`config.mk`:
```
export PLATFORM = sky130hd
export DESIGN_NAME = uart_tx
export DESIGN_NICKNAME = d
export VERILOG_FILES = /design/src/logic/cpu_pkg.sv /design/src/logic/uart_tx.sv
export VERILOG_INCLUDE_DIRS = /design/src /design/src/logic
export SDC_FILE = /design/constraint.sdc
export NUM_CORES = 1
export LEC_CHECK = 0
export ABC_CLOCK_PERIOD_IN_PS = 1800
export BUFFER_PORTS_ARGS = -buffer_cell sky130_fd_sc_hd__buf_2
export CAP_MARGIN = 20
export CORE_MARGIN = 5
export CORE_UTILIZATION = 55
export DETAILED_ROUTE_END_ITERATION = 8
export PLACE_DENSITY = 0.76
export SYNTH_ARGS = -nofsm -noshare
export SYNTH_HDL_FRONTEND = slang
export SYNTH_SLANG_ARGS = --single-unit
```
`constraint.sdc`:
```
create_clock -name system_clk -period 1.8 [get_ports system_clk]
set_input_delay 0.36 -clock system_clk [delete_from_list [all_inputs] [get_ports system_clk]]
set_output_delay 0.36 -clock system_clk [all_outputs]
set_load 0.005 [all_outputs]
```
`src/logic/cpu_macros.svh`:
```
`ifndef CPU_MACROS_SVH
`define CPU_MACROS_SVH

// Program store size in 16-bit words
`define CPU_PROG_DEPTH 256

// Transmit FIFO entries
`define CPU_FIFO_DEPTH 4

// System clocks per serial bit
`define CPU_BAUD_DIV 4

// Host APB byte address width and control/status register
`define CPU_HOST_AW 12
`define CPU_HOST_CTRL_ADDR 12'h400

`endif

```
`src/logic/cpu_pkg.sv`:
```
package cpu_pkg;

    typedef logic [7:0]  word_t;     // Data path width
    typedef logic [15:0] instr_t;    // Instruction word
    typedef logic [7:0]  pc_t;       // Program address
    typedef logic [1:0]  reg_idx_t;  // Register select
    typedef logic [2:0]  flags_t;    // {c, z, n}

    typedef enum logic [2:0] {
        ALU_ADD  = 3'd0,
        ALU_SUB  = 3'd1,
        ALU_AND  = 3'd2,
        ALU_OR   = 3'd3,
        ALU_XOR  = 3'd4,
        ALU_MOVB = 3'd5   // Pass b through
    } alu_op_e;

    // Bit 15 set selects a register as the b operand
    typedef enum logic [3:0] {
        OP_ADD    = 4'd0,
        OP_SUB    = 4'd1,
        OP_AND    = 4'd2,
        OP_OR     = 4'd3,
        OP_XOR    = 4'd4,
        OP_MOVB   = 4'd5,
        OP_OUT    = 4'd6,
        OP_JMP    = 4'd7,
        OP_ADD_R  = 4'd8,
        OP_SUB_R  = 4'd9,
        OP_AND_R  = 4'd10,
        OP_OR_R   = 4'd11,
        OP_XOR_R  = 4'd12,
        OP_MOVB_R = 4'd13,
        OP_HALT   = 4'd14,
        OP_NOP    = 4'd15
    } opcode_e;

    typedef enum logic [1:0] {
        COND_ALWAYS = 2'd0,
        COND_Z      = 2'd1,
        COND_NZ     = 2'd2,
        COND_C      = 2'd3
    } cond_e;

    typedef enum logic [2:0] {
        ST_IDLE, ST_FETCH, ST_EXEC, ST_OUT_SETUP, ST_OUT_ACCESS
    } ctrl_state_e;

endpackage

```
`src/logic/uart_tx.sv`:
```
`timescale 1ns/1ns
`include "cpu_macros.svh"

module uart_tx (
    input  logic           system_clk,
    input  logic           rst_n,
    input  cpu_pkg::word_t fifo_rdata,
    input  logic           fifo_empty,
    output logic           fifo_pop,
    output logic           uart_txd
);

    localparam int BW = $clog2(`CPU_BAUD_DIV);

    logic [BW-1:0] baud_cnt;
    logic [3:0]    bit_cnt;    // 0 start, 1-8 data, 9 stop
    logic [8:0]    shift_q;    // LSB drives the line
    logic          active;
    logic          bit_done;
    logic          frame_end;

    assign bit_done  = active && (baud_cnt == BW'(`CPU_BAUD_DIV - 1));
    assign frame_end = bit_done && (bit_cnt == 4'd9);
    assign fifo_pop  = (!active || frame_end) && !fifo_empty;   // Back to back frames
    assign uart_txd  = shift_q[0];

    always_ff @(posedge system_clk or negedge rst_n) begin
        if (!rst_n) begin
            active   <= 1'b0;
            baud_cnt <= '0;
            bit_cnt  <= '0;
            shift_q  <= '1;                         // Line idles high
        end else if (fifo_pop) begin
            active   <= 1'b1;
            baud_cnt <= '0;
            bit_cnt  <= '0;
            shift_q  <= {fifo_rdata, 1'b0};         // Start bit first
        end else if (frame_end) begin
            active   <= 1'b0;
            baud_cnt <= '0;
        end else if (bit_done) begin
            baud_cnt <= '0;
            bit_cnt  <= bit_cnt + 1'b1;
            shift_q  <= {1'b1, shift_q[8:1]};       // Ones fill in as stop/idle
        end else if (active) begin
            baud_cnt <= baud_cnt + 1'b1;
        end
    end

endmodule

```
==> results.toml <==
[detailed_routing]
met2RoutedLength_um = 1040
vias_per_cell = 5.80
routedWlPerCell_um = 14.2
drt.antenna.violating_nets = 0
wl_met3_um = 67
post-route-drc-count = 0
dr_total_vias = 858
drt_wl_total_um = 2110
wl_met1_um = 940
first_pass_iters = 4
top_layer = "met4"
drt_iter0_drc = 14

[grt]
antenna_found_initial = 0
grt.total_usage_pct = 18.5
grt-ovfl-total = 0
grt_max_degree = 17
grt_pass1_vias = 848
grt_pass1_wl_um = 3710

[clock_tree]
path_clk_slew_ps = 100
clock_latency_ps = 300
cts_sinks = 16
numCtsBuffers = 3
cts_root_buf = "clkbuf_4"
cts_tree = "built"
ctsHtreeMaxLevel = 1
cts.path.max_buffers = 2

[sta]
worst_pin_slew_ps = 366
finalHoldViolations = 0
setup_tns_ps = 0
fin_crit_sh_pct = 96.5
skew_ps = 9.00
setup_viol = 0
rsz0062_at_grt = "true"
max_freq_ghz = 0.576
slew_violations = 0
slew_headroom_pct = 75.6
period_minus_slack_ps = 1740
fin_ws_ps = 63.7

[worst_setup_path]
worst_setup_path_start_kind = "flop"
worstSetupEndpointType = "output port"
crit_required_ps = 1440
max_stage_delay_ps = 410
r2r-start = "bit_cnt[0]$_DFFE_PN0P_"
r2r-end = "shift_q[2]$_DFFE_PN1P_"
critical-path-slowest-cell = "dfrtp_1"
critPathKind = "flop to output port"
crit_fanout = 4
regToRegSetupSlack_ps = 170
r2r_cells = 4
arrival_ps = 1380
crit_path_cell_trace = "inv_2 -> ha_4 -> nand4b_1 -> a21oi_2 -> buf_2"

[synthesis]
synth_area_leaders = "dfstp_2 24%, dfrtp_1 18%, a2111oi_2 11%"
synth_top_area_share_pct = 23.7
ys_ff_latch = 16
syn-num-nets = 120
ys_types = 33
avgSynthCellArea_um2 = 9.40
syn_inst = 106
yosys_warnings = 0
synth_area_um2 = 996
synth_flop_cell = "dfstp_2"
yosysMostFrequentCell = "nor3_1"
synthTopCellsByCount = "14 x nor3_1, 10 x inv_1, 9 x dfstp_2"
synth_edf_count = 0
async_flop_share_pct = 100
synth_top_area_cell = "dfstp_2"
ys_seq_area_share_pct = 41.3

[hold_path]
hold_end = "shift_q[5]$_DFFE_PN1P_"
min_delay_path_depth = 3
min-delay-path-class = "input pin to flop"
worstHoldStart = "fifo_rdata[4]"

[outcome]
status = "completed"

[floorplan]
die_h_um = 52.6
initial_core_util_pct = 57.7
rows = 15
die_w_um = 52.6
die_area_um2 = 2760
core_um2 = 1730
pin_count = 13

[finish]
num_antenna_cells = 0
fin_area_um2 = 1170
syn2layout_area_growth_pct = 17.6
nFillCells = 145
final_nets = 138
drive_gt1_share_pct = 38.2

[power_and_ir_drop]
cellPowerDensity_nw_per_um2 = 1420
leakage_uw = 0.000520
vdd_drop_max_v = 0.000882

[placed_design]
place_congestion = 0.781
dp_hpwl_um = 1490
placed_cell_area_um2 = 1070
port_buffers = 12
place_ws_ps = 117

[run]
maxCapViolations = 0
how the worst max path moves through the flow:
stage	from	to	slack [ps]	cells after the start
after floorplan	bit_cnt[0]$_DFFE_PN0P_	shift_q[1]$_DFFE_PN1P_	290	4
after global placement	bit_cnt[1]$_DFFE_PN0P_	shift_q[1]$_DFFE_PN1P_	180	5
after detailed placement	bit_cnt[1]$_DFFE_PN0P_	shift_q[2]$_DFFE_PN1P_	120	5
after CTS	baud_cnt[0]$_DFFE_PN0P_	fifo_pop	5	4
after global routing	bit_cnt[1]$_DFFE_PN0P_	fifo_pop	2	5
final	bit_cnt[1]$_DFFE_PN0P_	fifo_pop	60	5
layout make-up:
| cell class | instances | area [um^2] | share of cell area (%) |
|---|---|---|---|
| Tap cell | 25 | 31.3 | 2.67 |
| Inverter | 10 | 37.5 | 3.21 |
| Multi-Input combinational cell | 72 | 532 | 45.4 |
| Timing Repair Buffer | 21 | 130 | 11.1 |
| Sequential cell | 16 | 414 | 35.4 |
| Clock buffer | 4 | 26.3 | 2.24 |
metrics by stage:
stage / utilization [%] / total power (uW) / hold WS (ps) / instances
after floorplan: - / 1190 / 64.4 / 106
after global placement: 62.2 / 1320 / 294 / 139
after detailed placement: 62.2 / 1350 / 294 / 139
after CTS: 64.9 / 1580 / 340 / 145
after global routing: 67.8 / 1810 / 348 / 148
final: 67.8 / 1660 / 342 / 148
flip-flops by register name, indices dropped and copies added, names as in the netlist:
register	flops
shift_q	9
bit_cnt	4
baud_cnt	2
active	1
metal layers:
| layer | up-vias | GRT usage [%] |
|---|---|---|
| met3 | 7 | 3.70 |
| met5 | - | 0 |
| met1 | 412 | 23.4 |
| met4 | 0 | 10.2 |
| li1 | 422 | - |
| met2 | 17 | 29.1 |
critical path: cells and delay by family (launching register included):
kind,cells,cell delay (ps)
compound gates,1,150
fa+ha+maj,1,140
buf+inv,2,200
flops,1,410
simple gates,1,170
cell families (layout without fill, tap and decap cells):
group	after synthesis	count (layout)	synth area share, %
AO/OA/AOI/OAI	27	27	25.8
adder cells (fa/ha/maj)	3	3	3.77
buffers and inverters	18	35	8.17
flip-flops	16	16	41.3
AND/OR/NAND/NOR	42	42	21.0
repair_timing:
| action | in CTS | in global routing |
|---|---|---|
| setup buffers | 1 | 3 |
| setup endpoints to repair | 1 | 2 |
| pin swaps | 0 | 2 |
| hold buffers | 1 | 0 |
| gates resized for setup | 2 | 6 |
| hold endpoints to repair | 7 | 0 |
report_power, final:
part           leakage (uW)  total [uW]  internal [uW]  switching, uW
logic              0.000328         785            403            381
clock network     0.0000150         204           86.4            118
registers          0.000177         675            553            122
total              0.000520        1660           1040            621
layout by cell type (no fill, tap or decap), types with 4 or more instances in the layout:
| master | n |
|---|---|
| nor3_1 | 14 |
| nand2_1 | 8 |
| inv_1 | 9 |
| buf_4 | 8 |
| nor2_1 | 8 |
| buf_2 | 12 |
| nand2b_1 | 4 |
| dfstp_2 | 9 |
| a2111oi_2 | 7 |
| dfrtp_1 | 5 |
No activity file was read; power rests on OpenSTA's default activity.
