## src/logic/cpu_macros.svh

```systemverilog
`ifndef CPU_MACROS_SVH
`define CPU_MACROS_SVH

// Program store size in 16-bit words
`define CPU_PROG_DEPTH 256

// Transmit FIFO entries
`define CPU_FIFO_DEPTH 4

// System clocks per serial bit
`define CPU_BAUD_DIV 4

// Host APB byte address width and control/status register
`define CPU_HOST_AW 12
`define CPU_HOST_CTRL_ADDR 12'h400

`endif

```

## src/logic/cpu_pkg.sv

```systemverilog
package cpu_pkg;

    typedef logic [7:0]  word_t;     // Data path width
    typedef logic [15:0] instr_t;    // Instruction word
    typedef logic [7:0]  pc_t;       // Program address
    typedef logic [1:0]  reg_idx_t;  // Register select
    typedef logic [2:0]  flags_t;    // {c, z, n}

    typedef enum logic [2:0] {
        ALU_ADD  = 3'd0,
        ALU_SUB  = 3'd1,
        ALU_AND  = 3'd2,
        ALU_OR   = 3'd3,
        ALU_XOR  = 3'd4,
        ALU_MOVB = 3'd5   // Pass b through
    } alu_op_e;

    // Bit 15 set selects a register as the b operand
    typedef enum logic [3:0] {
        OP_ADD    = 4'd0,
        OP_SUB    = 4'd1,
        OP_AND    = 4'd2,
        OP_OR     = 4'd3,
        OP_XOR    = 4'd4,
        OP_MOVB   = 4'd5,
        OP_OUT    = 4'd6,
        OP_JMP    = 4'd7,
        OP_ADD_R  = 4'd8,
        OP_SUB_R  = 4'd9,
        OP_AND_R  = 4'd10,
        OP_OR_R   = 4'd11,
        OP_XOR_R  = 4'd12,
        OP_MOVB_R = 4'd13,
        OP_HALT   = 4'd14,
        OP_NOP    = 4'd15
    } opcode_e;

    typedef enum logic [1:0] {
        COND_ALWAYS = 2'd0,
        COND_Z      = 2'd1,
        COND_NZ     = 2'd2,
        COND_C      = 2'd3
    } cond_e;

    typedef enum logic [2:0] {
        ST_IDLE, ST_FETCH, ST_EXEC, ST_OUT_SETUP, ST_OUT_ACCESS
    } ctrl_state_e;

endpackage

```

## src/logic/cpu_alu.sv

```systemverilog
`timescale 1ns/1ns

module cpu_alu (
    input  logic             system_clk,
    input  logic             rst_n,
    input  cpu_pkg::alu_op_e alu_op,
    input  cpu_pkg::word_t   a,
    input  cpu_pkg::word_t   b,
    input  logic             flags_we,
    output cpu_pkg::word_t   result,
    output cpu_pkg::flags_t  flags
);

    logic [8:0] wide;     // Result with carry/borrow bit
    logic       c_next;

    always_comb begin
        wide = '0;
        case (alu_op)
            cpu_pkg::ALU_ADD:  wide = {1'b0, a} + {1'b0, b};
            cpu_pkg::ALU_SUB:  wide = {1'b0, a} - {1'b0, b};   // Bit 8 set on borrow
            cpu_pkg::ALU_AND:  wide = {1'b0, a & b};
            cpu_pkg::ALU_OR:   wide = {1'b0, a | b};
            cpu_pkg::ALU_XOR:  wide = {1'b0, a ^ b};
            cpu_pkg::ALU_MOVB: wide = {1'b0, b};
            default:           wide = '0;
        endcase
        // Logic ops and MOVB clear carry through the zero top bit
        c_next = wide[8];
    end

    assign result = wide[7:0];

    // Registered c, z, n
    always_ff @(posedge system_clk or negedge rst_n) begin
        if (!rst_n)
            flags <= '0;
        else if (flags_we)
            flags <= {c_next, result == '0, result[7]};
    end

endmodule

```

## config.mk

```make
export PLATFORM = sky130hd
export DESIGN_NAME = cpu_alu
export DESIGN_NICKNAME = d
export VERILOG_FILES = /design/src/logic/cpu_macros.svh /design/src/logic/cpu_pkg.sv /design/src/logic/cpu_alu.sv
export SDC_FILE = /design/constraint.sdc
export NUM_CORES = 1
export LEC_CHECK = 0
export ABC_AREA = 0
export ABC_CLOCK_PERIOD_IN_PS = 9200
export BUFFER_PORTS_ARGS = -buffer_cell sky130_fd_sc_hd__buf_4
export CORE_MARGIN = 1
export CORE_UTILIZATION = 29
export DETAILED_ROUTE_END_ITERATION = 7
export GPL_TIMING_DRIVEN = 1
export HOLD_SLACK_MARGIN = 0.05
export PLACE_DENSITY = 0.45
export SLEW_MARGIN = 0
export SYNTH_ARGS = -nofsm -noshare
export SYNTH_HDL_FRONTEND = slang
export SYNTH_SLANG_ARGS = --single-unit
export TNS_END_PERCENT = 50
```

## constraint.sdc

```tcl
create_clock -name system_clk -period 9.2 [get_ports system_clk]
set_clock_uncertainty 0.2 [all_clocks]
set_input_delay 1.38 -clock system_clk [delete_from_list [all_inputs] [get_ports system_clk]]
set_output_delay 1.38 -clock system_clk [all_outputs]
set_load 0.01 [all_outputs]
```

==> metrics.txt <==
diode insertion count for antenna repair=0; share of synthesized area occupied by flip-flops and latches=5.859%; netlist area before placement=1281 sq um; nature of the critical path endpoint=primary output; violation count after the first detailed-route iteration=37; Syn Area/Cell=7.765 sq um; count of maximum capacitance violations=0; worst reg2reg startpoint=flags[0]; leading cell type in the layout, fill and taps excluded=sky130_fd_sc_hd__buf_4; XOR/XNOR Fraction of Synth Area=6.152%; vias=1213; data arrival time of the worst path=4310 ps; Pre-Repair DR Iteration Count=4; Pins Over Slew Limit=0; GRT Total Usage=14.71%; Wirelength per Cell=13.88 um; critical path data required time=7620 ps; unrepaired setup endpoints after global routing=false; startpoint of the lowest-slack hold path=flags[1]; post-synthesis net count=213; post-CTS setup repair buffer count=0; post-detailed-routing wire length=3.290 mm; Final period util=64.04%; max FFs per register=3; endpoints failing setup=0; maximum VDD drop=0.00005084 V; area share of and/or/nand/nor cells after synthesis=13.48%; detailed placer's ending HPWL=2.722 mm; vias in the first global route=1129; Buffers on Ports=32; die outline height=68.47 um; detailed-route vias per instance=5.118; weighted congestion reported at the end of routability-driven placement=0.8923; Crit Path Class=in -> out; count of final hold-check violations=0; count of state elements after synthesis=3; initial cell density of the core=31.13%; fraction of layout cells with a size suffix above 1=20.86%; yosys synthesis warning count=0; length in cells of the worst reg-to-reg path=1; arithmetic-cell share of the synthesized area counting full adders, half adders and majority gates=25.98%; number of standard-cell rows in the floorplan=23; share of synthesized area spent on multiplexers=11.04%; floorplan core area=4115 sq um; maximum fanout along the worst path=9; reg-to-reg endpoint=flags[0]; placed cell areas=1488 sq um; Setup Total Neg Slack=0 ps; antenna violations before repair=0; highest-count cells in the layout ignoring fill and taps=sky130_fd_sc_hd__buf_4 (32), sky130_fd_sc_hd__ha_1 (25), sky130_fd_sc_hd__inv_1 (23); register clock-pin slew on the reported worst setup and hold paths=30 ps; main combinational cell family by area after synthesis=adder cells; Die Wd=68.47 um; worst-skew pair later-pin latency=220 ps; CTS max path bufs=2; Root Buffer=sky130_fd_sc_hd__clkbuf_8; area of the die=4688 sq um; Least-Margin Pin Slew=443.4 ps; post-layout min period=5892 ps; top-level I/O count=33; status=complete, no violations; Hold Crit Depth=2; reg-to-reg slack, setup=8230 ps; sink of the worst hold path=flags[1]; register with the most flip-flops=flags; post-synthesis compound-gate area fraction=23.24%; Final Net Count=236; DRC errors left=0; Pleak=0.7760 nW; deepest level of the CTS H-tree=1; final global-route overflow total=0; number of distinct library cell variants in the gate-level netlist after synthesis=44; Design Area, Final=1533 sq um; synthesized instance count=165; number of buffers created by CTS=3; total clock sinks=3; maximum number of pins on one net before global-route repair=23; critical path launch point type=input port; power per standard cell area=95.34 nW/um^2; maximum clock frequency=169.7 MHz; first-pass GRT wire length=5.237 mm; CTS resizes=0; worst-case headroom to the max-slew limit=70.19%; Post-DRT Antenna Nets=0; number of buffers added to fix hold violations after cts=0; area added between synthesis and finish=19.63%; biggest regs=flags: 3 flops; worst min-delay path category=reg -> reg; CTS tree=done
cell usage after synthesis, drive strengths merged:
cell type | n | share of area [%]
a2111oi | 1 | 0.68
a211oi | 2 | 1.2
a21boi | 1 | 0.59
a21o | 3 | 1.8
a21oi | 7 | 2.7
a311o | 2 | 1.6
a31o | 2 | 1.4
a31oi | 4 | 2.0
and2 | 1 | 0.49
and3 | 1 | 0.49
buf | 11 | 6.5
clkbuf | 3 | 0.98
dfrtp | 3 | 5.9
fa | 1 | 1.6
ha | 25 | 24
inv | 23 | 6.7
mux2 | 1 | 0.88
mux2i | 13 | 10
nand2 | 4 | 1.2
nand2b | 7 | 3.4
nor2 | 8 | 2.3
nor2b | 2 | 0.98
nor3 | 4 | 1.6
nor4 | 1 | 0.49
o211ai | 1 | 0.59
o21a | 1 | 0.59
o21ai | 9 | 3.5
o21bai | 1 | 0.59
o221ai | 1 | 0.68
o22a | 1 | 0.68
o22ai | 6 | 2.9
o31ai | 1 | 0.59
o41ai | 1 | 1.3
or2 | 1 | 0.49
or3 | 1 | 0.49
or3b | 1 | 0.68
or4 | 1 | 0.88
xnor2 | 8 | 5.5
xor2 | 1 | 0.68
critical path, stage by stage:
cell	delay, ps
sky130_fd_sc_hd__buf_4	150
sky130_fd_sc_hd__nor2_1	340
sky130_fd_sc_hd__and2_1	350
sky130_fd_sc_hd__mux2i_1	350
sky130_fd_sc_hd__ha_1	280
sky130_fd_sc_hd__nor2b_1	140
sky130_fd_sc_hd__o31ai_1	390
sky130_fd_sc_hd__a21boi_0	200
sky130_fd_sc_hd__or3_1	330
sky130_fd_sc_hd__a31o_2	260
sky130_fd_sc_hd__buf_4	140
metal layers:
layer  share of wire [%]  GRT usage [%]  vias to the layer above
li1                    -              -                      617
met1                  46          18.90                      570
met2                  49          26.35                       24
met3                 4.4          1.500                        2
met4                0.58          2.604                        0
met5                   0              0                        -
logic make-up after synthesis:
group,after synthesis
compound gates,44
buf+inv,37
simple gates,32
fa+ha+maj,26
mux,14
xor+xnor,9
flops,3
power by group:
group / total (mW) / internal (mW) / switching [mW]
clock network: 0.0381 / 0.0295 / 0.00859
logic: 0.0922 / 0.0437 / 0.0485
registers: 0.0157 / 0.0148 / 0.000959
total: 0.146 / 0.0881 / 0.0581
per-stage QoR:
step / utilization (%) / power (mW) / std cells / setup slack, ps / hold slack (ps)
5_1_grt: 37.25 / 0.1593 / 237 / 3045 / 305.0
3_5_place_dp: 36.15 / 0.1073 / 233 / 3351 / 283.1
2_1_floorplan: - / 0.08149 / 165 / 3612 / 323.8
3_3_place_gp: 36.15 / 0.1070 / 233 / 3478 / 283.7
6_report: 37.25 / 0.1461 / 237 / 3308 / 285.3
4_1_cts: 37.25 / 0.1472 / 237 / 3323 / 289.4
how the worst max path moves through the flow:
stage                     startpoint         to  slack, ps  cells past startpoint
after CTS                  alu_op[2]  result[5]       3320                     11
final                      alu_op[2]  result[5]       3310                     11
after global placement     alu_op[2]  result[5]       3480                     11
after floorplan            alu_op[2]  result[5]       3610                     12
after global routing       alu_op[1]  result[5]       3040                     11
after detailed placement   alu_op[2]  result[5]       3350                     11
layout make-up:
class / instances / area [sq um]
clock buffers: 4 / 45.04
fillers: 438 / 2582
inverters: 23 / 86.33
multi-input cells: 125 / 1023
flip-flops and latches: 3 / 75.07
well taps: 50 / 62.56
repair buffers: 32 / 240.2
(Power assumes the default switching activity.)
