## src/logic/cpu_macros.svh

```systemverilog
`ifndef CPU_MACROS_SVH
`define CPU_MACROS_SVH

// Program store size in 16-bit words
`define CPU_PROG_DEPTH 256

// Transmit FIFO entries
`define CPU_FIFO_DEPTH 4

// System clocks per serial bit
`define CPU_BAUD_DIV 4

// Host APB byte address width and control/status register
`define CPU_HOST_AW 12
`define CPU_HOST_CTRL_ADDR 12'h400

`endif

```

## src/logic/cpu_pkg.sv

```systemverilog
package cpu_pkg;

    typedef logic [7:0]  word_t;     // Data path width
    typedef logic [15:0] instr_t;    // Instruction word
    typedef logic [7:0]  pc_t;       // Program address
    typedef logic [1:0]  reg_idx_t;  // Register select
    typedef logic [2:0]  flags_t;    // {c, z, n}

    typedef enum logic [2:0] {
        ALU_ADD  = 3'd0,
        ALU_SUB  = 3'd1,
        ALU_AND  = 3'd2,
        ALU_OR   = 3'd3,
        ALU_XOR  = 3'd4,
        ALU_MOVB = 3'd5   // Pass b through
    } alu_op_e;

    // Bit 15 set selects a register as the b operand
    typedef enum logic [3:0] {
        OP_ADD    = 4'd0,
        OP_SUB    = 4'd1,
        OP_AND    = 4'd2,
        OP_OR     = 4'd3,
        OP_XOR    = 4'd4,
        OP_MOVB   = 4'd5,
        OP_OUT    = 4'd6,
        OP_JMP    = 4'd7,
        OP_ADD_R  = 4'd8,
        OP_SUB_R  = 4'd9,
        OP_AND_R  = 4'd10,
        OP_OR_R   = 4'd11,
        OP_XOR_R  = 4'd12,
        OP_MOVB_R = 4'd13,
        OP_HALT   = 4'd14,
        OP_NOP    = 4'd15
    } opcode_e;

    typedef enum logic [1:0] {
        COND_ALWAYS = 2'd0,
        COND_Z      = 2'd1,
        COND_NZ     = 2'd2,
        COND_C      = 2'd3
    } cond_e;

    typedef enum logic [2:0] {
        ST_IDLE, ST_FETCH, ST_EXEC, ST_OUT_SETUP, ST_OUT_ACCESS
    } ctrl_state_e;

endpackage

```

## src/logic/cpu_controller.sv

```systemverilog
`timescale 1ns/1ns

module cpu_controller (
    input  logic                  system_clk,
    input  logic                  rst_n,
    input  logic                  start,
    input  cpu_pkg::instr_t       fetch_instr,
    input  cpu_pkg::word_t        rd_a_data,
    input  cpu_pkg::flags_t       flags,
    input  cpu_pkg::word_t        alu_result,
    input  logic                  fifo_pready,
    output logic                  busy,
    output cpu_pkg::pc_t          fetch_addr,
    output cpu_pkg::reg_idx_t     rd_a_idx,
    output cpu_pkg::reg_idx_t     rd_b_idx,
    output logic                  wr_en,
    output cpu_pkg::reg_idx_t     wr_idx,
    output logic                  b_sel_imm,
    output cpu_pkg::word_t        imm,
    output cpu_pkg::alu_op_e      alu_op,
    output logic                  flags_we,
    output logic                  fifo_psel,
    output logic                  fifo_penable,
    output cpu_pkg::word_t        fifo_pwdata
);

    cpu_pkg::ctrl_state_e state_q;
    cpu_pkg::pc_t         pc_q;
    cpu_pkg::opcode_e     op;
    cpu_pkg::cond_e       cond;
    logic                 in_exec;
    logic                 is_alu;
    logic                 is_out;
    logic                 take_jmp;

    // Field decode
    assign op      = cpu_pkg::opcode_e'(fetch_instr[15:12]);
    assign cond    = cpu_pkg::cond_e'(fetch_instr[11:10]);   // dst doubles as condition
    assign in_exec = state_q == cpu_pkg::ST_EXEC;
    assign is_alu  = fetch_instr[14:12] < 3'd6;                // 0-5 and 8-13
    assign is_out  = op == cpu_pkg::OP_OUT;

    assign rd_a_idx = fetch_instr[9:8];
    assign rd_b_idx = fetch_instr[1:0];
    assign wr_idx   = fetch_instr[11:10];

    // OUT routes srca through the ALU as a OR 0, like the result bus of the TTL build
    assign b_sel_imm = ~fetch_instr[15] | is_out;
    assign imm       = is_out ? '0 : fetch_instr[7:0];
    assign alu_op    = is_out ? cpu_pkg::ALU_OR : cpu_pkg::alu_op_e'(fetch_instr[14:12]);

    assign wr_en    = in_exec & is_alu;
    assign flags_we = in_exec & is_alu;   // Flags move on ALU ops only

    always_comb begin
        case (cond)
            cpu_pkg::COND_Z:  take_jmp = flags[1];
            cpu_pkg::COND_NZ: take_jmp = ~flags[1];
            cpu_pkg::COND_C:  take_jmp = flags[2];
            default:          take_jmp = 1'b1;   // Always
        endcase
    end

    assign busy         = state_q != cpu_pkg::ST_IDLE;
    assign fetch_addr   = pc_q;
    assign fifo_psel    = (state_q == cpu_pkg::ST_OUT_SETUP) | (state_q == cpu_pkg::ST_OUT_ACCESS);
    assign fifo_penable = state_q == cpu_pkg::ST_OUT_ACCESS;

    always_ff @(posedge system_clk or negedge rst_n) begin
        if (!rst_n) begin
            state_q <= cpu_pkg::ST_IDLE;
            pc_q    <= '0;
        end else begin
            case (state_q)
                cpu_pkg::ST_IDLE: begin
                    if (start) begin
                        pc_q    <= '0;                  // Always run from word 0
                        state_q <= cpu_pkg::ST_FETCH;
                    end
                end
                cpu_pkg::ST_FETCH: state_q <= cpu_pkg::ST_EXEC;   // Wait for sync ROM read
                cpu_pkg::ST_EXEC: begin
                    case (op)
                        cpu_pkg::OP_HALT: state_q <= cpu_pkg::ST_IDLE;
                        cpu_pkg::OP_OUT: begin
                            pc_q    <= pc_q + 1'b1;
                            state_q <= cpu_pkg::ST_OUT_SETUP;
                        end
                        cpu_pkg::OP_JMP: begin
                            pc_q    <= take_jmp ? fetch_instr[7:0] : pc_q + 1'b1;
                            state_q <= cpu_pkg::ST_FETCH;
                        end
                        default: begin
                            pc_q    <= pc_q + 1'b1;     // ALU ops and NOP
                            state_q <= cpu_pkg::ST_FETCH;
                        end
                    endcase
                end
                cpu_pkg::ST_OUT_SETUP: state_q <= cpu_pkg::ST_OUT_ACCESS;
                cpu_pkg::ST_OUT_ACCESS: begin
                    if (fifo_pready)
                        state_q <= cpu_pkg::ST_FETCH;   // Hold until FIFO has room
                end
                default: state_q <= cpu_pkg::ST_IDLE;
            endcase
        end
    end

    // Byte held from EXEC until the FIFO accepts it
    always_ff @(posedge system_clk) begin
        if (in_exec && is_out)
            fifo_pwdata <= alu_result;
    end

    a_apb_hold: assert property (@(posedge system_clk) disable iff (!rst_n)
        (fifo_penable && !fifo_pready) |=> (fifo_psel && $stable(fifo_pwdata)));

    // ALU pass-through must present the source register unchanged
    a_out_route: assert property (@(posedge system_clk) disable iff (!rst_n)
        (in_exec && is_out) |-> alu_result == rd_a_data);

endmodule

```

## config.mk

```make
export PLATFORM = sky130hd
export DESIGN_NAME = cpu_controller
export DESIGN_NICKNAME = d
export VERILOG_FILES = /design/src/logic/cpu_macros.svh /design/src/logic/cpu_pkg.sv /design/src/logic/cpu_controller.sv
export SDC_FILE = /design/constraint.sdc
export NUM_CORES = 1
export LEC_CHECK = 0
export BUFFER_PORTS_ARGS = -buffer_cell sky130_fd_sc_hd__buf_2
export CAP_MARGIN = 20
export CORE_MARGIN = 4
export CORE_UTILIZATION = 40
export DETAILED_ROUTE_END_ITERATION = 6
export HOLD_SLACK_MARGIN = 0.1
export PLACE_DENSITY = 0.85
export SLEW_MARGIN = 15
export SYNTH_ARGS = -nofsm -noshare
export SYNTH_HDL_FRONTEND = slang
export SYNTH_SLANG_ARGS = --single-unit
```

## constraint.sdc

```tcl
create_clock -name system_clk -period 4.8 [get_ports system_clk]
set_clock_uncertainty 0.15 [all_clocks]
set_input_delay 0.72 -clock system_clk [delete_from_list [all_inputs] [get_ports system_clk]]
set_output_delay 0.72 -clock system_clk [all_outputs]
set_load 0.02 [all_outputs]
```

==> results of run 1 <==
[kinds of logic after synthesis]
group,count (synthesis),synth area share
muxes,8,0.0707
AOI/OAI and AO/OA,21,0.127
buffers and inverters,19,0.101
DFF,19,0.455
and+or+nand+nor,46,0.235
adders and majority gates,1,0.0110
[final cells by class]
class / count / share of cell area
Sequential cell: 19 / 0.355
Inverter: 8 / 0.0207
Multi-Input combinational cell: 76 / 0.347
Timing Repair Buffer: 66 / 0.231
Clock buffer: 3 / 0.0155
Tap cell: 31 / 0.0267
Clock inverter: 1 / 0.00345
[report_power, final]
part           total (mW)  internal (mW)  leakage [nW]  switching (mW)
combinational       0.225         0.0927         0.522           0.132
clock              0.0782         0.0310        0.0177          0.0472
sequential          0.226          0.191         0.221          0.0347
[synth_stat cells, drive strengths merged, types with 2 or more instances]
| cell type | n |
|---|---|
| a21oi | 4 |
| a31oi | 5 |
| buf | 10 |
| dfrtp | 11 |
| edfxtp | 8 |
| inv | 8 |
| mux2i | 8 |
| nand2 | 5 |
| nand3 | 3 |
| nand3b | 3 |
| nor2 | 6 |
| nor2b | 10 |
| nor3 | 4 |
| nor4 | 2 |
| o21ai | 2 |
| o22ai | 6 |
| or2 | 4 |
| or3 | 2 |
[state kept, by name, indices dropped and copies added, names as in the netlist]
| register | flops |
|---|---|
| state_q | 3 |
| fifo_pwdata | 8 |
| fetch_addr | 8 |
[metal layers]
layer	part of all wire	wire length (um)
met4	0	0
met1	0.40	1050
met5	0	0
met3	0.16	426
met2	0.44	1180
[worst max-delay path by stage]
stage	endpoint	slack [ps]	cells after the start
floorplan	alu_op[2]	2360	3
global placement	imm[4]	2240	6
detailed placement	imm[5]	2200	6
CTS	imm[5]	2200	6
global route	flags_we	2160	3
finish	imm[1]	2240	6
[worst max-delay path: stages]
cell and delay [ps]:
buf_2 110, nand2_1 70, nor3_1 330, buf_4 250, nor2b_1 50, buf_2 150
==> impl_metrics.yaml, run 1 <==
global_route:
  top_usage_layer: "met2"
  grt_use_total: 0.150
  grt_max_degree: 16
  antenna_found_initial: 0
  grt_pass1_wl_um: 4230
  grt_pass1_vias: 995
  use_met1: 0.190
  grt-ovfl-total: 0
  grtUsageMet3: 0.0545
  grt_use_met2: 0.249
power:
  power_mw: 0.529
  powerDensity_nw_per_um2: 365
  leakage_nw: 0.761
  ir_drop_mv: 0.246
synthesis:
  seq_area_frac_synth: 0.455
  yosys_warnings: 0
  synth_edf_count: 8
  syn_area_per_cell_sq_um: 9.93
  ys.flop_type: "dfrtp_1"
  netlist-cell-type-count: 34
  netlist_area_sq_um: 1130
  ys_seq_elements: 19
  syn-num-nets: 154
  synthCells: 114
  async_flop_share: 0.579
  synth_top_area_cell: "dfrtp_1"
  synth_top_area_frac: 0.243
  synth.area.top_cells: "dfrtp_1 (24%), edfxtp_1 (21%), mux2i_1 (7.1%), nor2b_1 (5.5%), buf_4 (4.6%)"
placement:
  dp_slack_ps: 2200
  hpwl_um: 2110
  placed_area_sq_um: 1420
  dp_cells: 200
  portBuffers: 64
  place_congestion: 0.797
run:
  drv_cap: 0
worst_setup_path:
  r2r_slack_ps: 3010
  reg2regPathDepth: 3
  reg2reg_from: "state_q[1]"
  crit_start: "fetch_instr[13]"
  crit_path_start_kind: "input pin"
  crit_path_end_kind: "primary output"
  arrival_ps: 1690
  critPathMaxFanout: 8
  reg2reg_to: "fetch_addr[0]"
  path_class: "input pin to primary output"
  worstPathRequired_ps: 3930
detailed_routing:
  drc_errors: 0
  dr.first_iter.drc_count: 34
  vias_per_cell: 5.30
  drt_pass1_iterations: 4
  postRouteAntennaNets: 0
  finalWirelength_um: 2650
  dr_total_vias: 1081
  wl_per_cell_um: 13.0
clock_network:
  clk_latency_ps: 290
  cts-buffers-inserted: 3
  clock-sinks: 19
  cts-root-buf: "clkbuf_4"
  cts_setup_buffers: 0
  htreeDepth: 1
  cts_tree: "yes"
  clk_pin_slew_ps: 110
  cts.path.max_buffers: 2
  cts_resized: 0
  cts_hold_buffers: 0
final_layout:
  finalNonFillerCells: 204
  area_growth_syn_to_layout_pct: 28.1
  drive_gt1_frac: 0.439
  n_fill_cell: 254
  final_common_cell: "buf_2"
  final_cell_mix: "buf_2 (64), dfrtp_1 (11), nor2b_1 (10)"
  multi_input_area_sq_um: 503
  layout.nets: 214
  layout.core_utilization: 0.530
  insertedDiodeCount: 0
  fin_area_sq_um: 1450
  regArea_sq_um: 515
sta:
  fin_crit_sh: 0.533
  slew_violations: 0
  final.setup.tns_ps: 0
  setup_violations: 0
  rsz0062_at_grt: "no"
  tightest_slew_ps: 811
  setup_slack_ps: 2240
  timing.hold.ws_ps: 128
  min_period_ps: 2560
  clock.fmax_mhz: 391
  max_slew_margin: 0.458
  finalHoldViolCount: 0
floorplanning:
  ios: 78
  die_area_sq_um: 3750
  initial_core_util: 0.414
  std_cell_rows: 19
  core_sq_um: 2730
  die_w_um: 61.2
  die_height_um: 61.2
min_path:
  hp-class: "input pin to asynchronous set/reset pin"
status:
  status: "completed"
Power figures use the tool's default switching activity.
==> run 2: changes to the inputs <==
- ABC_AREA: unset -> 1
- PLACE_DENSITY: 0.85 -> 0.83
- clock period: 4.8 -> 2.7 ns (I/O delays scaled with it)
==> run 2 against run 1 <==
- worst hold slack worse by 2.5 ps
- non-clock buffer count is 1 lower
- clock-buffer cell count is 1 higher
- die area is 5.6% higher
- cell area is 6.6% higher
- final cell count is 23% higher
- synthesized cell count is 39% higher
==> impl_metrics.yaml, run 2 <==
clock_network:
  cts.path.max_buffers: 2
  cts_tree: "yes"
  cts_resized: 0
  cts_setup_buffers: 0
  htreeDepth: 1
  cts-buffers-inserted: 3
  cts-root-buf: "clkbuf_4"
  clk_pin_slew_ps: 110
  clock-sinks: 19
  clk_latency_ps: 300
  cts_hold_buffers: 1
sta:
  setup_slack_ps: 816
  final.setup.tns_ps: 0
  fin_crit_sh: 0.698
  max_slew_margin: 0.575
  tightest_slew_ps: 635
  clock.fmax_mhz: 531
  slew_violations: 0
  setup_violations: 0
  min_period_ps: 1880
  finalHoldViolCount: 0
  rsz0062_at_grt: "no"
global_route:
  grt_pass1_vias: 1117
  antenna_found_initial: 0
  grt_pass1_wl_um: 4640
  grt-ovfl-total: 0
  grt_use_total: 0.142
  grt_max_degree: 12
worst_setup_path:
  critPathBufInv: 2
  path_class: "flip-flop to primary output"
  crit_path_end_kind: "primary output"
  slowest_delay_ps: 430
  crit_chain: "nor2_1 > inv_2 > o21ai_1 > buf_2"
  arrival_ps: 1330
  critPathMaxFanout: 4
  cp_top_family: "flip-flops"
  worstPathRequired_ps: 2140
  crit_slowest_cell: "dfrtp_1"
  crit_path_start_kind: "flip-flop"
final_layout:
  insertedDiodeCount: 0
  final_common_cell: "buf_2"
  n_fill_cell: 274
  drive_gt1_frac: 0.397
  area_growth_syn_to_layout_pct: 28.1
  final_cell_mix: "buf_2 (64), nand2_1 (38), nand3_1 (27)"
  layout.nets: 260
  layout.core_utilization: 0.546
detailed_routing:
  top_layer: "met4"
  postRouteAntennaNets: 0
  dr.first_iter.drc_count: 49
  wl_met2_um: 1370
  dr_total_vias: 1170
  drt_pass1_iterations: 4
  met3WireLength_um: 156
  finalWirelength_um: 2700
  wl_per_cell_um: 10.8
  met1_length_um: 1150
  drc_errors: 0
  vias_per_cell: 4.68
synthesis:
  synth_edf_count: 8
  syn_area_per_cell_sq_um: 7.63
  yosys_warnings: 0
  ys_seq_elements: 19
  netlist_area_sq_um: 1210
  synthCells: 158
  netlist-cell-type-count: 26
  seq_area_frac_synth: 0.427
  yosys-top-cells-count: "nand2_1 (38), nand3_1 (27), inv_1 (19)"
  syn-num-nets: 198
  async_flop_share: 0.579
  synth.area.top_cells: "dfrtp_1 (23%), edfxtp_1 (20%), nand2_1 (12%), nand3_1 (11%), inv_1 (5.9%)"
  ys.flop_type: "dfrtp_1"
  synth.most_common_cell: "nand2_1"
  synth_top_area_cell: "dfrtp_1"
  synth_top_area_frac: 0.228
power:
  powerDensity_nw_per_um2: 776
  power_mw: 1.20
  ir_drop_mv: 0.484
  leakage_nw: 0.896
run:
  drv_cap: 0
placement:
  hpwl_um: 2220
  dp_slack_ps: 834
  place_congestion: 0.812
  portBuffers: 64
floorplanning:
  initial_core_util: 0.426
  core_sq_um: 2830
  std_cell_rows: 19
  die_w_um: 62.9
  ios: 78
  die_area_sq_um: 3960
  die_height_um: 62.9
status:
  status: "completed"
min_path:
  hp-class: "input pin to flip-flop"
-- run 2: changes by cell type after synthesis, sizes merged, moves of 5 or more --
cell and delta:
inv +17, nor2 +13, mux2i -8, a31oi -5, o22ai -5, nor2b -10, nand2 +37, nand3 +26
-- run 2: where the power goes --
| part | internal (mW) | leakage [nW] | switching, mW |
|---|---|---|---|
| Sequential | 0.376 | 0.219 | 0.0852 |
| Combinational | 0.209 | 0.662 | 0.385 |
| Clock | 0.0574 | 0.0150 | 0.0875 |
| Total | 0.642 | 0.896 | 0.558 |
-- run 2: metrics by stage --
| step | instance area [sq um] | instances | hold slack (ps) |
|---|---|---|---|
| 5_1_grt | 1550 | 250 | 105 |
| 4_1_cts | 1550 | 250 | 123 |
| 6_report | 1550 | 250 | 125 |
| 2_1_floorplan | 1210 | 158 | -40.6 |
| 3_3_place_gp | 1510 | 245 | 133 |
| 3_5_place_dp | 1510 | 245 | 138 |
-- run 2: worst paths after layout --
kind	from	end	slack, ps	cells after the start
min reg2reg	state_q[1]	state_q[1]	400	1
min in group asynchronous	rst_n	fetch_addr[5]	340	2
max reg2reg	state_q[0]	fifo_pwdata[4]	1040	3
max	state_q[0]	fifo_psel	820	4
max in group asynchronous	rst_n	state_q[2]	1850	2
min	alu_result[1]	fifo_pwdata[1]	130	1
-- run 2: kinds of logic after synthesis --
kind of cell / Yosys count / synth area share
AND/OR/NAND/NOR: 92 / 0.365
buffers and inverters: 36 / 0.136
flip-flops: 19 / 0.427
AO/OA/AOI/OAI: 9 / 0.0539
XOR/XNOR: 1 / 0.00726
adder cells (fa/ha/maj): 1 / 0.0104
-- run 2: worst reg2reg max path, delay by kind of cell (launching register included) --
kind,cells,cell delay (ps)
AND/OR/NAND/NOR,3,710
flip-flops,1,430
-- run 2: final cells by class --
class,count,area [sq um],share of cell area
inverters,28,108,0.0696
well taps,31,38.8,0.0251
repair buffers,65,330,0.214
multi-input cells,103,527,0.341
flip-flops and latches,19,515,0.334
clock buffers,4,26.3,0.0170
-- run 2: layer usage --
| layer | vias to the layer above | global-route usage |
|---|---|---|
| met5 | - | 0 |
| met4 | 0 | 0.0386 |
| met3 | 2 | 0.0342 |
| met2 | 32 | 0.256 |
| met1 | 522 | 0.165 |
| li1 | 614 | - |
