==> src/logic/cpu_macros.svh <==
`ifndef CPU_MACROS_SVH
`define CPU_MACROS_SVH

// Program store size in 16-bit words
`define CPU_PROG_DEPTH 256

// Transmit FIFO entries
`define CPU_FIFO_DEPTH 4

// System clocks per serial bit
`define CPU_BAUD_DIV 4

// Host APB byte address width and control/status register
`define CPU_HOST_AW 12
`define CPU_HOST_CTRL_ADDR 12'h400

`endif

==> src/logic/cpu_pkg.sv <==
package cpu_pkg;

    typedef logic [7:0]  word_t;     // Data path width
    typedef logic [15:0] instr_t;    // Instruction word
    typedef logic [7:0]  pc_t;       // Program address
    typedef logic [1:0]  reg_idx_t;  // Register select
    typedef logic [2:0]  flags_t;    // {c, z, n}

    typedef enum logic [2:0] {
        ALU_ADD  = 3'd0,
        ALU_SUB  = 3'd1,
        ALU_AND  = 3'd2,
        ALU_OR   = 3'd3,
        ALU_XOR  = 3'd4,
        ALU_MOVB = 3'd5   // Pass b through
    } alu_op_e;

    // Bit 15 set selects a register as the b operand
    typedef enum logic [3:0] {
        OP_ADD    = 4'd0,
        OP_SUB    = 4'd1,
        OP_AND    = 4'd2,
        OP_OR     = 4'd3,
        OP_XOR    = 4'd4,
        OP_MOVB   = 4'd5,
        OP_OUT    = 4'd6,
        OP_JMP    = 4'd7,
        OP_ADD_R  = 4'd8,
        OP_SUB_R  = 4'd9,
        OP_AND_R  = 4'd10,
        OP_OR_R   = 4'd11,
        OP_XOR_R  = 4'd12,
        OP_MOVB_R = 4'd13,
        OP_HALT   = 4'd14,
        OP_NOP    = 4'd15
    } opcode_e;

    typedef enum logic [1:0] {
        COND_ALWAYS = 2'd0,
        COND_Z      = 2'd1,
        COND_NZ     = 2'd2,
        COND_C      = 2'd3
    } cond_e;

    typedef enum logic [2:0] {
        ST_IDLE, ST_FETCH, ST_EXEC, ST_OUT_SETUP, ST_OUT_ACCESS
    } ctrl_state_e;

endpackage

==> src/logic/cpu_register_file.sv <==
`timescale 1ns/1ns

module cpu_register_file (
    input  logic              system_clk,
    input  logic              rst_n,
    input  logic              wr_en,
    input  cpu_pkg::reg_idx_t wr_idx,
    input  cpu_pkg::word_t    wr_data,
    input  cpu_pkg::reg_idx_t rd_a_idx,
    input  cpu_pkg::reg_idx_t rd_b_idx,
    output cpu_pkg::word_t    rd_a_data,
    output cpu_pkg::word_t    rd_b_data
);

    cpu_pkg::word_t regs [4];   // r0..r3

    always_ff @(posedge system_clk or negedge rst_n) begin
        if (!rst_n) begin
            for (int i = 0; i < 4; i++)
                regs[i] <= '0;
        end else if (wr_en) begin
            regs[wr_idx] <= wr_data;   // Lands at end of EXEC
        end
    end

    // Async read ports
    assign rd_a_data = regs[rd_a_idx];
    assign rd_b_data = regs[rd_b_idx];

endmodule

==> config.mk <==
export PLATFORM = sky130hd
export DESIGN_NAME = cpu_register_file
export DESIGN_NICKNAME = d
export VERILOG_FILES = /design/src/logic/cpu_macros.svh /design/src/logic/cpu_pkg.sv /design/src/logic/cpu_register_file.sv
export SDC_FILE = /design/constraint.sdc
export NUM_CORES = 1
export LEC_CHECK = 0
export ABC_AREA = 0
export BUFFER_PORTS_ARGS = -buffer_cell sky130_fd_sc_hd__buf_2
export CAP_MARGIN = 5
export CORE_ASPECT_RATIO = 1.25
export CORE_MARGIN = 4
export CORE_UTILIZATION = 57
export CTS_BUF_LIST = sky130_fd_sc_hd__clkbuf_16
export CTS_CLUSTER_DIAMETER = 120
export DETAILED_ROUTE_END_ITERATION = 8
export PLACE_DENSITY = 0.83
export SYNTH_ARGS = -nofsm -noshare
export SYNTH_HDL_FRONTEND = slang
export SYNTH_SLANG_ARGS = --single-unit
==> constraint.sdc <==
create_clock -name system_clk -period 2.15 [get_ports system_clk]
set_input_delay 0.5375 -clock system_clk [delete_from_list [all_inputs] [get_ports system_clk]]
set_output_delay 0.5375 -clock system_clk [all_outputs]
set_load 0.1 [all_outputs]
==> flow_summary.toml, run 1 <==
[power]
p_leak_nw = 0.8617
irDropWorstVdd_uv = 918.7
power_density_nw_per_um2 = 1217

[placement]
dp.final_hpwl_um = 2336
port_buffers = 32
dp_cells = 154
gp_congestion = 0.7078
dp_slack_ps = 12.74

[cts]
clock-sinks = 32
cts_root_buf = "clkbuf_16"
cts_buffer_depth = 2
cts_hold_buffers = 0
cts_buffers = 5
clk_latency_ps = 270
cts_tree = "built"
post_cts_buffers = 0
htree_levels = 2
cts-resized-gates = 0
path_clk_slew_ps = 50

[floorplanning]
ios = 33
rows = 21
die_h_um = 67.06
core_um2 = 2680
start_util = 0.5934
dieArea_um2 = 3704
die-width_um = 55.25

[finish]
biggestRegsByFlops = "regs x32"
n_antenna_cell = 0
multi_input_area_um2 = 772.0
stdcell_count = 161
area_growth_pct = 24.86
largest_register_ffs = 32
regArea_um2 = 800.8
fin_nets = 144
nFillCells = 176
drive_above_1_share = 0.7323
top_register = "regs"

[synthesis]
yosysUniqueCellTypes = 8
ys_warn_count = 0
synth.yosys.seq_area_share = 0.5035
avgSynthCellArea_um2 = 18.07
syn_area_um2 = 1590
ys_ff_latch = 32
netlist_instances = 88
syn_nets = 105

[setup_path]
worstPathRequired_ps = 1610
crit_fanout = 6
path_class = "in -> out"
worstRegToRegCells = 1
critPathArrivalTime_ps = 1580
cp-start-kind = "input pin"
end_kind = "output port"
r2r-end = "regs[24]$_DFFE_PN0P_"
r2r_slack_ps = 1360
worstReg2RegStart = "regs[24]$_DFFE_PN0P_"

[run]
maxCapViolCount = 0

[timing]
slew_headroom = 0.5291
fin_crit_ps = 2122
clock_skew_ps = 0
drv_slew = 0
rsz0062_at_grt = "no"
fin_ws_ps = 28.21
setup_viol_count_final = 0
fin_hold_ws_ps = 312.3
hold_viol = 0
timing.final.crit_share = 0.9869
worst_pin_slew_ps = 706.3
setup_tns_ps = 0
fmax_mhz = 471.3

[drt]
drtAntennaViolNets = 0
first_pass_iters = 4
num_vias = 966
drc_errors = 0
vias_per_cell = 6.000
wl_per_cell_um = 20.75
initialDrtViolationCount = 12
wirelength_um = 3340

[global_routing]
grt_antenna_before_repair = 0
grt_pass1_wl_um = 5402
grt_pass1_vias = 1073
grt_max_degree = 33
overflow = 0
grt_usage = 0.2059

[outcome]
status = "complete, no violations"

[min_path]
min-delay-path-class = "in -> async"
[worst max-delay path, cell delays in order]
cell    delay (ps)
buf_2          110
buf_12         130
mux4_2         490
buf_2          310
[power by group]
part | internal, W | switching, W
combinational | 0.000285 | 0.000679
sequential | 0.000719 | 0.0000847
clock | 0.000413 | 0.000235
[worst max-delay path by stage]
stage | start | to | slack (ps) | depth (start not counted)
3_3_place_gp | rd_b_idx[0] | rd_b_data[5] | 20 | 4
4_1_cts | rd_a_idx[0] | rd_a_data[5] | 20 | 4
5_1_grt | rd_b_idx[0] | rd_b_data[3] | 0.7 | 4
3_5_place_dp | rd_a_idx[0] | rd_a_data[4] | 10 | 4
6_report | rd_a_idx[0] | rd_a_data[4] | 30 | 4
2_1_floorplan | rd_a_idx[0] | rd_a_data[0] | 40 | 2
[synth_stat cells]
| master | number | area (µm²) |
|---|---|---|
| buf_1 | 2 | 7.510 |
| buf_2 | 2 | 10.01 |
| dfrtp_1 | 32 | 800.8 |
| mux2_2 | 32 | 360.4 |
| mux4_2 | 16 | 360.4 |
| nand3_2 | 1 | 10.01 |
| nand3b_2 | 2 | 22.52 |
| nor3b_4 | 1 | 18.77 |
[metal layers]
layer	track usage	part of all wire
met5	0	0
met4	0.09119	0.021
met3	0.06589	0.058
met2	0.3432	0.53
met1	0.2451	0.39
[per-stage QoR]
stage | util | power (W) | cell area [µm²]
final | 0.7409 | 0.002416 | 1986
after global routing | 0.7409 | 0.002508 | 1986
after CTS | 0.7325 | 0.002407 | 1963
after detailed placement | 0.6830 | 0.001755 | 1831
after global placement | 0.6830 | 0.001726 | 1831
after floorplan | - | 0.001589 | 1590
[final cells by class]
cell class,instances,share of cell area
flip-flops and latches,32,0.4033
repair buffers,36,0.1197
clock inverters,2,0.003781
multi-input cells,52,0.3888
clock buffers,5,0.06301
well taps,34,0.02142
[cells in the final DEF, fill, tap and decap left out]
cell,n
buf_12,2
mux4_2,16
dfrtp_1,32
nor3b_4,1
nand3b_2,2
buf_4,3
nand3_2,1
clkbuf_4,8
mux2_2,32
clkinv_1,2
clkbuf_16,5
buf_2,23
[cells by family after synthesis]
kind of cell / Yosys count / share of synthesized area
simple gates: 4 / 0.03226
buf+inv: 4 / 0.01102
mux: 48 / 0.4532
flops: 32 / 0.5035
Note: power is estimated with default switching activity, not from simulation.
==> run 2, diff against run 1 <==
--- a/config.mk
+++ b/config.mk
@@ -6,15 +6,16 @@
 export NUM_CORES = 1
 export LEC_CHECK = 0
 export ABC_AREA = 0
-export BUFFER_PORTS_ARGS = -buffer_cell sky130_fd_sc_hd__buf_2
 export CAP_MARGIN = 5
 export CORE_ASPECT_RATIO = 1.25
 export CORE_MARGIN = 4
-export CORE_UTILIZATION = 57
+export CORE_UTILIZATION = 62
 export CTS_BUF_LIST = sky130_fd_sc_hd__clkbuf_16
 export CTS_CLUSTER_DIAMETER = 120
 export DETAILED_ROUTE_END_ITERATION = 8
-export PLACE_DENSITY = 0.83
+export DONT_BUFFER_PORTS = 1
+export MAX_ROUTING_LAYER = met4
+export PLACE_DENSITY = 0.78
 export SYNTH_ARGS = -nofsm -noshare
 export SYNTH_HDL_FRONTEND = slang
 export SYNTH_SLANG_ARGS = --single-unit
==> run 2 against run 1 <==
  * Final cell count shrank 22%
  * Highest routed layer unchanged
  * Sequential share of layout area grew 4.2 points
  * Via count fell by 11%
  * Largest power group unchanged
  * Utilization shrank 0.82 points
  * Combinational power down 12%
==> flow_summary.toml, run 2 (synthesis gave the netlist of run 1 again) <==
[drt]
num_vias = 861
wirelength_um = 3238
initialDrtViolationCount = 21
drc_errors = 0
vias_per_cell = 6.833
drtAntennaViolNets = 0
wl_per_cell_um = 25.70
first_pass_iters = 4

[outcome]
status = "complete, no violations"

[timing]
worst_pin_slew_ps = 544.6
fin_crit_ps = 1969
setup_viol_count_final = 0
slew_headroom = 0.6366
fmax_mhz = 507.8
setup_tns_ps = 0
rsz0062_at_grt = "no"
drv_slew = 0
fin_ws_ps = 180.8
timing.final.crit_share = 0.9159
clock_skew_ps = 0
hold_viol = 0

[finish]
biggestRegsByFlops = "regs x32"
regArea_um2 = 800.8
area_growth_pct = 12.98
drive_above_1_share = 0.6344
nFillCells = 168
mostFrequentLayoutCells = "32 x mux2_2, 32 x dfrtp_1, 16 x mux4_2"
largest_register_ffs = 32
fin_nets = 109
stdcell_count = 126
multi_input_area_um2 = 772.0
n_antenna_cell = 0
final_util = 0.7327
top_register = "regs"

[min_path]
min-delay-path-class = "in -> async"

[cts]
post_cts_buffers = 0
cts_tree = "built"
cts_buffer_depth = 2
clock-sinks = 32
cts_hold_buffers = 1
clk_latency_ps = 270
htree_levels = 2
cts-resized-gates = 0
cts_buffers = 5
path_clk_slew_ps = 50
cts_root_buf = "clkbuf_16"

[floorplanning]
core_um2 = 2452
dieArea_um2 = 3445
die-width_um = 53.30
rows = 20
die_h_um = 64.63
ios = 33
start_util = 0.6485

[setup_path]
crit_chain = "mux4_2"
end_kind = "output port"
crit_path_start = "regs[5]$_DFFE_PN0P_"
worstReg2RegStart = "regs[16]$_DFFE_PN0P_"
cp_slowest_cell = "mux4_2"
crit_path_max_incr_delay_ps = 760
cp_num_buf_inv = 0
r2r_slack_ps = 1350
crit_fanout = 3
path_class = "reg -> out"
cpLargestDelayFamily = "multiplexers"
critPathArrivalTime_ps = 1430
cp-start-kind = "flop"
worstPathRequired_ps = 1610

[power]
power_w = 0.002428
irDropWorstVdd_uv = 866.4
power_density_nw_per_um2 = 1351
p_leak_nw = 0.7238

[global_routing]
grt_max_degree = 33
overflow = 0
grt_antenna_before_repair = 0
grt_pass1_vias = 1022
grt_usage = 0.2332
grt_pass1_wl_um = 5347

[placement]
dp_slack_ps = 311.5
port_buffers = 0
gp_congestion = 0.6752
dp_cells = 117

[run]
maxCapViolCount = 0
-- run 2: cell types whose count changed in the layout (fill, tap and decap cells not counted) --
cell / change
buf_2: -23
clkbuf_4: -8
buf_4: -3
buf_12: -1
bufinv_16: +1
-- run 2: report_power, final --
| group | internal (W) | leakage, nW | switching (W) | total, W |
|---|---|---|---|---|
| Clock | 0.000537 | 0.0789 | 0.000242 | 0.000779 |
| Combinational | 0.000211 | 0.266 | 0.000635 | 0.000845 |
| Sequential | 0.000719 | 0.379 | 0.0000844 | 0.000803 |
-- run 2: worst paths after layout --
path / to / depth (start not counted)
max in group asynchronous: regs[4]$_DFFE_PN0P_ / 1
min in group system_clk: regs[9]$_DFFE_PN0P_ / 1
hold reg to reg: regs[12]$_DFFE_PN0P_ / 1
setup / recovery: rd_a_data[5] / 1
setup reg to reg: regs[16]$_DFFE_PN0P_ / 1
hold / removal: regs[25]$_DFFE_PN0P_ / 1
-- run 2: area by class of cell --
type                            instances  area share
Clock inverter                          3     0.02089
Multi-Input combinational cell         52      0.4297
Clock buffer                            5     0.06964
Sequential cell                        32      0.4457
Tap cell                               33     0.02298
Timing Repair Buffer                    1     0.01114
-- run 2: metal layers --
layer / vias to the layer above / track usage / share of wire
met1: 464 / 0.2548 / 0.37
met4: 0 / 0.06709 / 0.014
met2: 29 / 0.3972 / 0.56
met3: 5 / 0.07586 / 0.052
met5: - / - / 0
li1: 363 / - / -
-- run 2: per-stage QoR --
| stage | hold WS (ps) | instance area [µm²] |
|---|---|---|
| after CTS | 92.83 | 1797 |
| after floorplan | 241.9 | 1590 |
| after global routing | 92.99 | 1797 |
| after detailed placement | 242.8 | 1614 |
| final | 87.71 | 1797 |
| after global placement | 242.7 | 1614 |
==> run 3, diff against run 2 <==
--- a/config.mk
+++ b/config.mk
@@ -14,8 +14,9 @@
 export CTS_CLUSTER_DIAMETER = 120
 export DETAILED_ROUTE_END_ITERATION = 8
 export DONT_BUFFER_PORTS = 1
-export MAX_ROUTING_LAYER = met4
+export GPL_ROUTABILITY_DRIVEN = 0
 export PLACE_DENSITY = 0.78
+export SETUP_SLACK_MARGIN = 0.15
 export SYNTH_ARGS = -nofsm -noshare
 export SYNTH_HDL_FRONTEND = slang
 export SYNTH_SLANG_ARGS = --single-unit
==> run 3 against run 2 <==
  * Clock power down 16%
  * First-iteration DRC count fell by 19%
  * Combinational power down 0.8%
  * Clock skew did not move
  * Maximum frequency rose by 0.68%
  * Routed wire length down 6.7%
  * Non-clock buffer count did not move
  * Cell area shrank 1.3%
  * Worst hold slack about the same
  * Sequential share of layout area grew 0.60 points
  * Utilization is 0.97 points lower
  * Final cell count unchanged
  * Largest power group unchanged
  * Highest routed layer unchanged
==> flow_summary.toml, run 3 (synthesis gave the netlist of run 1 again) <==
[setup_path]
crit_path_max_incr_delay_ps = 760
critPathArrivalTime_ps = 1420
end_kind = "output port"
cp-start-kind = "flop"
cp_num_buf_inv = 0
worstPathRequired_ps = 1610
cpLargestDelayFamily = "multiplexers"
crit_chain = "mux4_2"
crit_fanout = 3
path_class = "reg -> out"
cp_slowest_cell = "mux4_2"

[drt]
wirelength_um = 3021
num_vias = 860
wl_per_cell_um = 23.98
initialDrtViolationCount = 17
vias_per_cell = 6.825
drc_errors = 0
first_pass_iters = 3
drtAntennaViolNets = 0

[cts]
htree_levels = 2
cts_buffers = 5
clk_latency_ps = 270
cts_buffer_depth = 2
cts_root_buf = "clkbuf_16"
cts-resized-gates = 0
cts_tree = "built"
path_clk_slew_ps = 50
clock-sinks = 32

[global_routing]
grt_max_degree = 33
grt_pass1_wl_um = 4816
grt_usage = 0.2094
overflow = 0
grt_pass1_vias = 920
grt_antenna_before_repair = 0

[finish]
final_util = 0.7230
top_register = "regs"
fin_nets = 109
area_growth_pct = 11.49
biggestRegsByFlops = "regs x32"
n_antenna_cell = 0
nFillCells = 173
drive_above_1_share = 0.6452
mostFrequentLayoutCells = "32 x mux2_2, 32 x dfrtp_1, 16 x mux4_2"
largest_register_ffs = 32

[timing]
fmax_mhz = 511.3
setup_tns_ps = 0
setup_viol_count_final = 0
fin_ws_ps = 194.1
slew_headroom = 0.6537
hold_viol = 0
timing.final.crit_share = 0.9097
fin_crit_ps = 1956
worst_pin_slew_ps = 520.6
fin_hold_ws_ps = 88.09
clock_skew_ps = 0
rsz0062_at_grt = "no"
drv_slew = 0

[run]
maxCapViolCount = 0

[power]
irDropWorstVdd_uv = 790.5
power_density_nw_per_um2 = 1291
p_leak_nw = 0.7159

[placement]
dp_slack_ps = 312.2
port_buffers = 0

[floorplanning]
die-width_um = 53.30
die_h_um = 64.63
start_util = 0.6485
rows = 20
ios = 33
dieArea_um2 = 3445
core_um2 = 2452

[outcome]
status = "complete, no violations"

[min_path]
min-delay-path-class = "in -> async"
run 3: through the flow:
| stage | instances | power [W] | cell area (µm²) |
|---|---|---|---|
| detailed placement | 117 | 0.001632 | 1614 |
| global placement | 117 | 0.001612 | 1614 |
| CTS | 126 | 0.002308 | 1773 |
| global route | 126 | 0.002372 | 1773 |
| floorplan | 88 | 0.001591 | 1603 |
| finish | 126 | 0.002289 | 1773 |
run 3: repair_timing:
action / 4_1_cts / 5_1_grt
setup buffers: 0 / 0
hold buffers: 1 / 0
endpoints found under the setup margin: 0 / 0
hold endpoints to repair: 32 / 0
run 3: routing by layer:
metal | part of all wire | track usage | wire [µm] | vias up
li1 | - | - | - | 363
met1 | 0.38 | 0.2492 | 1133 | 462
met2 | 0.54 | 0.3436 | 1646 | 30
met3 | 0.066 | 0.07356 | 199 | 5
met4 | 0.014 | 0.07668 | 42 | 0
met5 | 0 | 0 | 0 | -
run 3: cell type report:
type | instances | area (µm²) | share of cell area
Clock buffer | 5 | 125.1 | 0.07057
Clock inverter | 3 | 13.76 | 0.007763
Multi-Input combinational cell | 52 | 772.0 | 0.4354
Sequential cell | 32 | 800.8 | 0.4517
Tap cell | 33 | 41.29 | 0.02329
Timing Repair Buffer | 1 | 20.02 | 0.01129
run 3: final timing paths:
path | start | endpoint | slack [ps] | cells past startpoint
worst max register to register | regs[25]$_DFFE_PN0P_ | regs[25]$_DFFE_PN0P_ | 1380 | 1
worst max-delay path | regs[3]$_DFFE_PN0P_ | rd_a_data[3] | 190 | 1
max in group asynchronous | rst_n | regs[0]$_DFFE_PN0P_ | 1900 | 1
worst min-delay path | rst_n | regs[31]$_DFFE_PN0P_ | 90 | 1
min in group system_clk | wr_data[6] | regs[22]$_DFFE_PN0P_ | 410 | 1
worst min register to register | regs[2]$_DFFE_PN0P_ | regs[2]$_DFFE_PN0P_ | 520 | 1
run 3: power by group:
| part | total, W | switching, W | internal [W] |
|---|---|---|---|
| sequential | 0.000794 | 0.0000755 | 0.000719 |
| combinational | 0.000838 | 0.000628 | 0.000210 |
| clock | 0.000656 | 0.000237 | 0.000419 |
| total | 0.00229 | 0.000941 | 0.00135 |
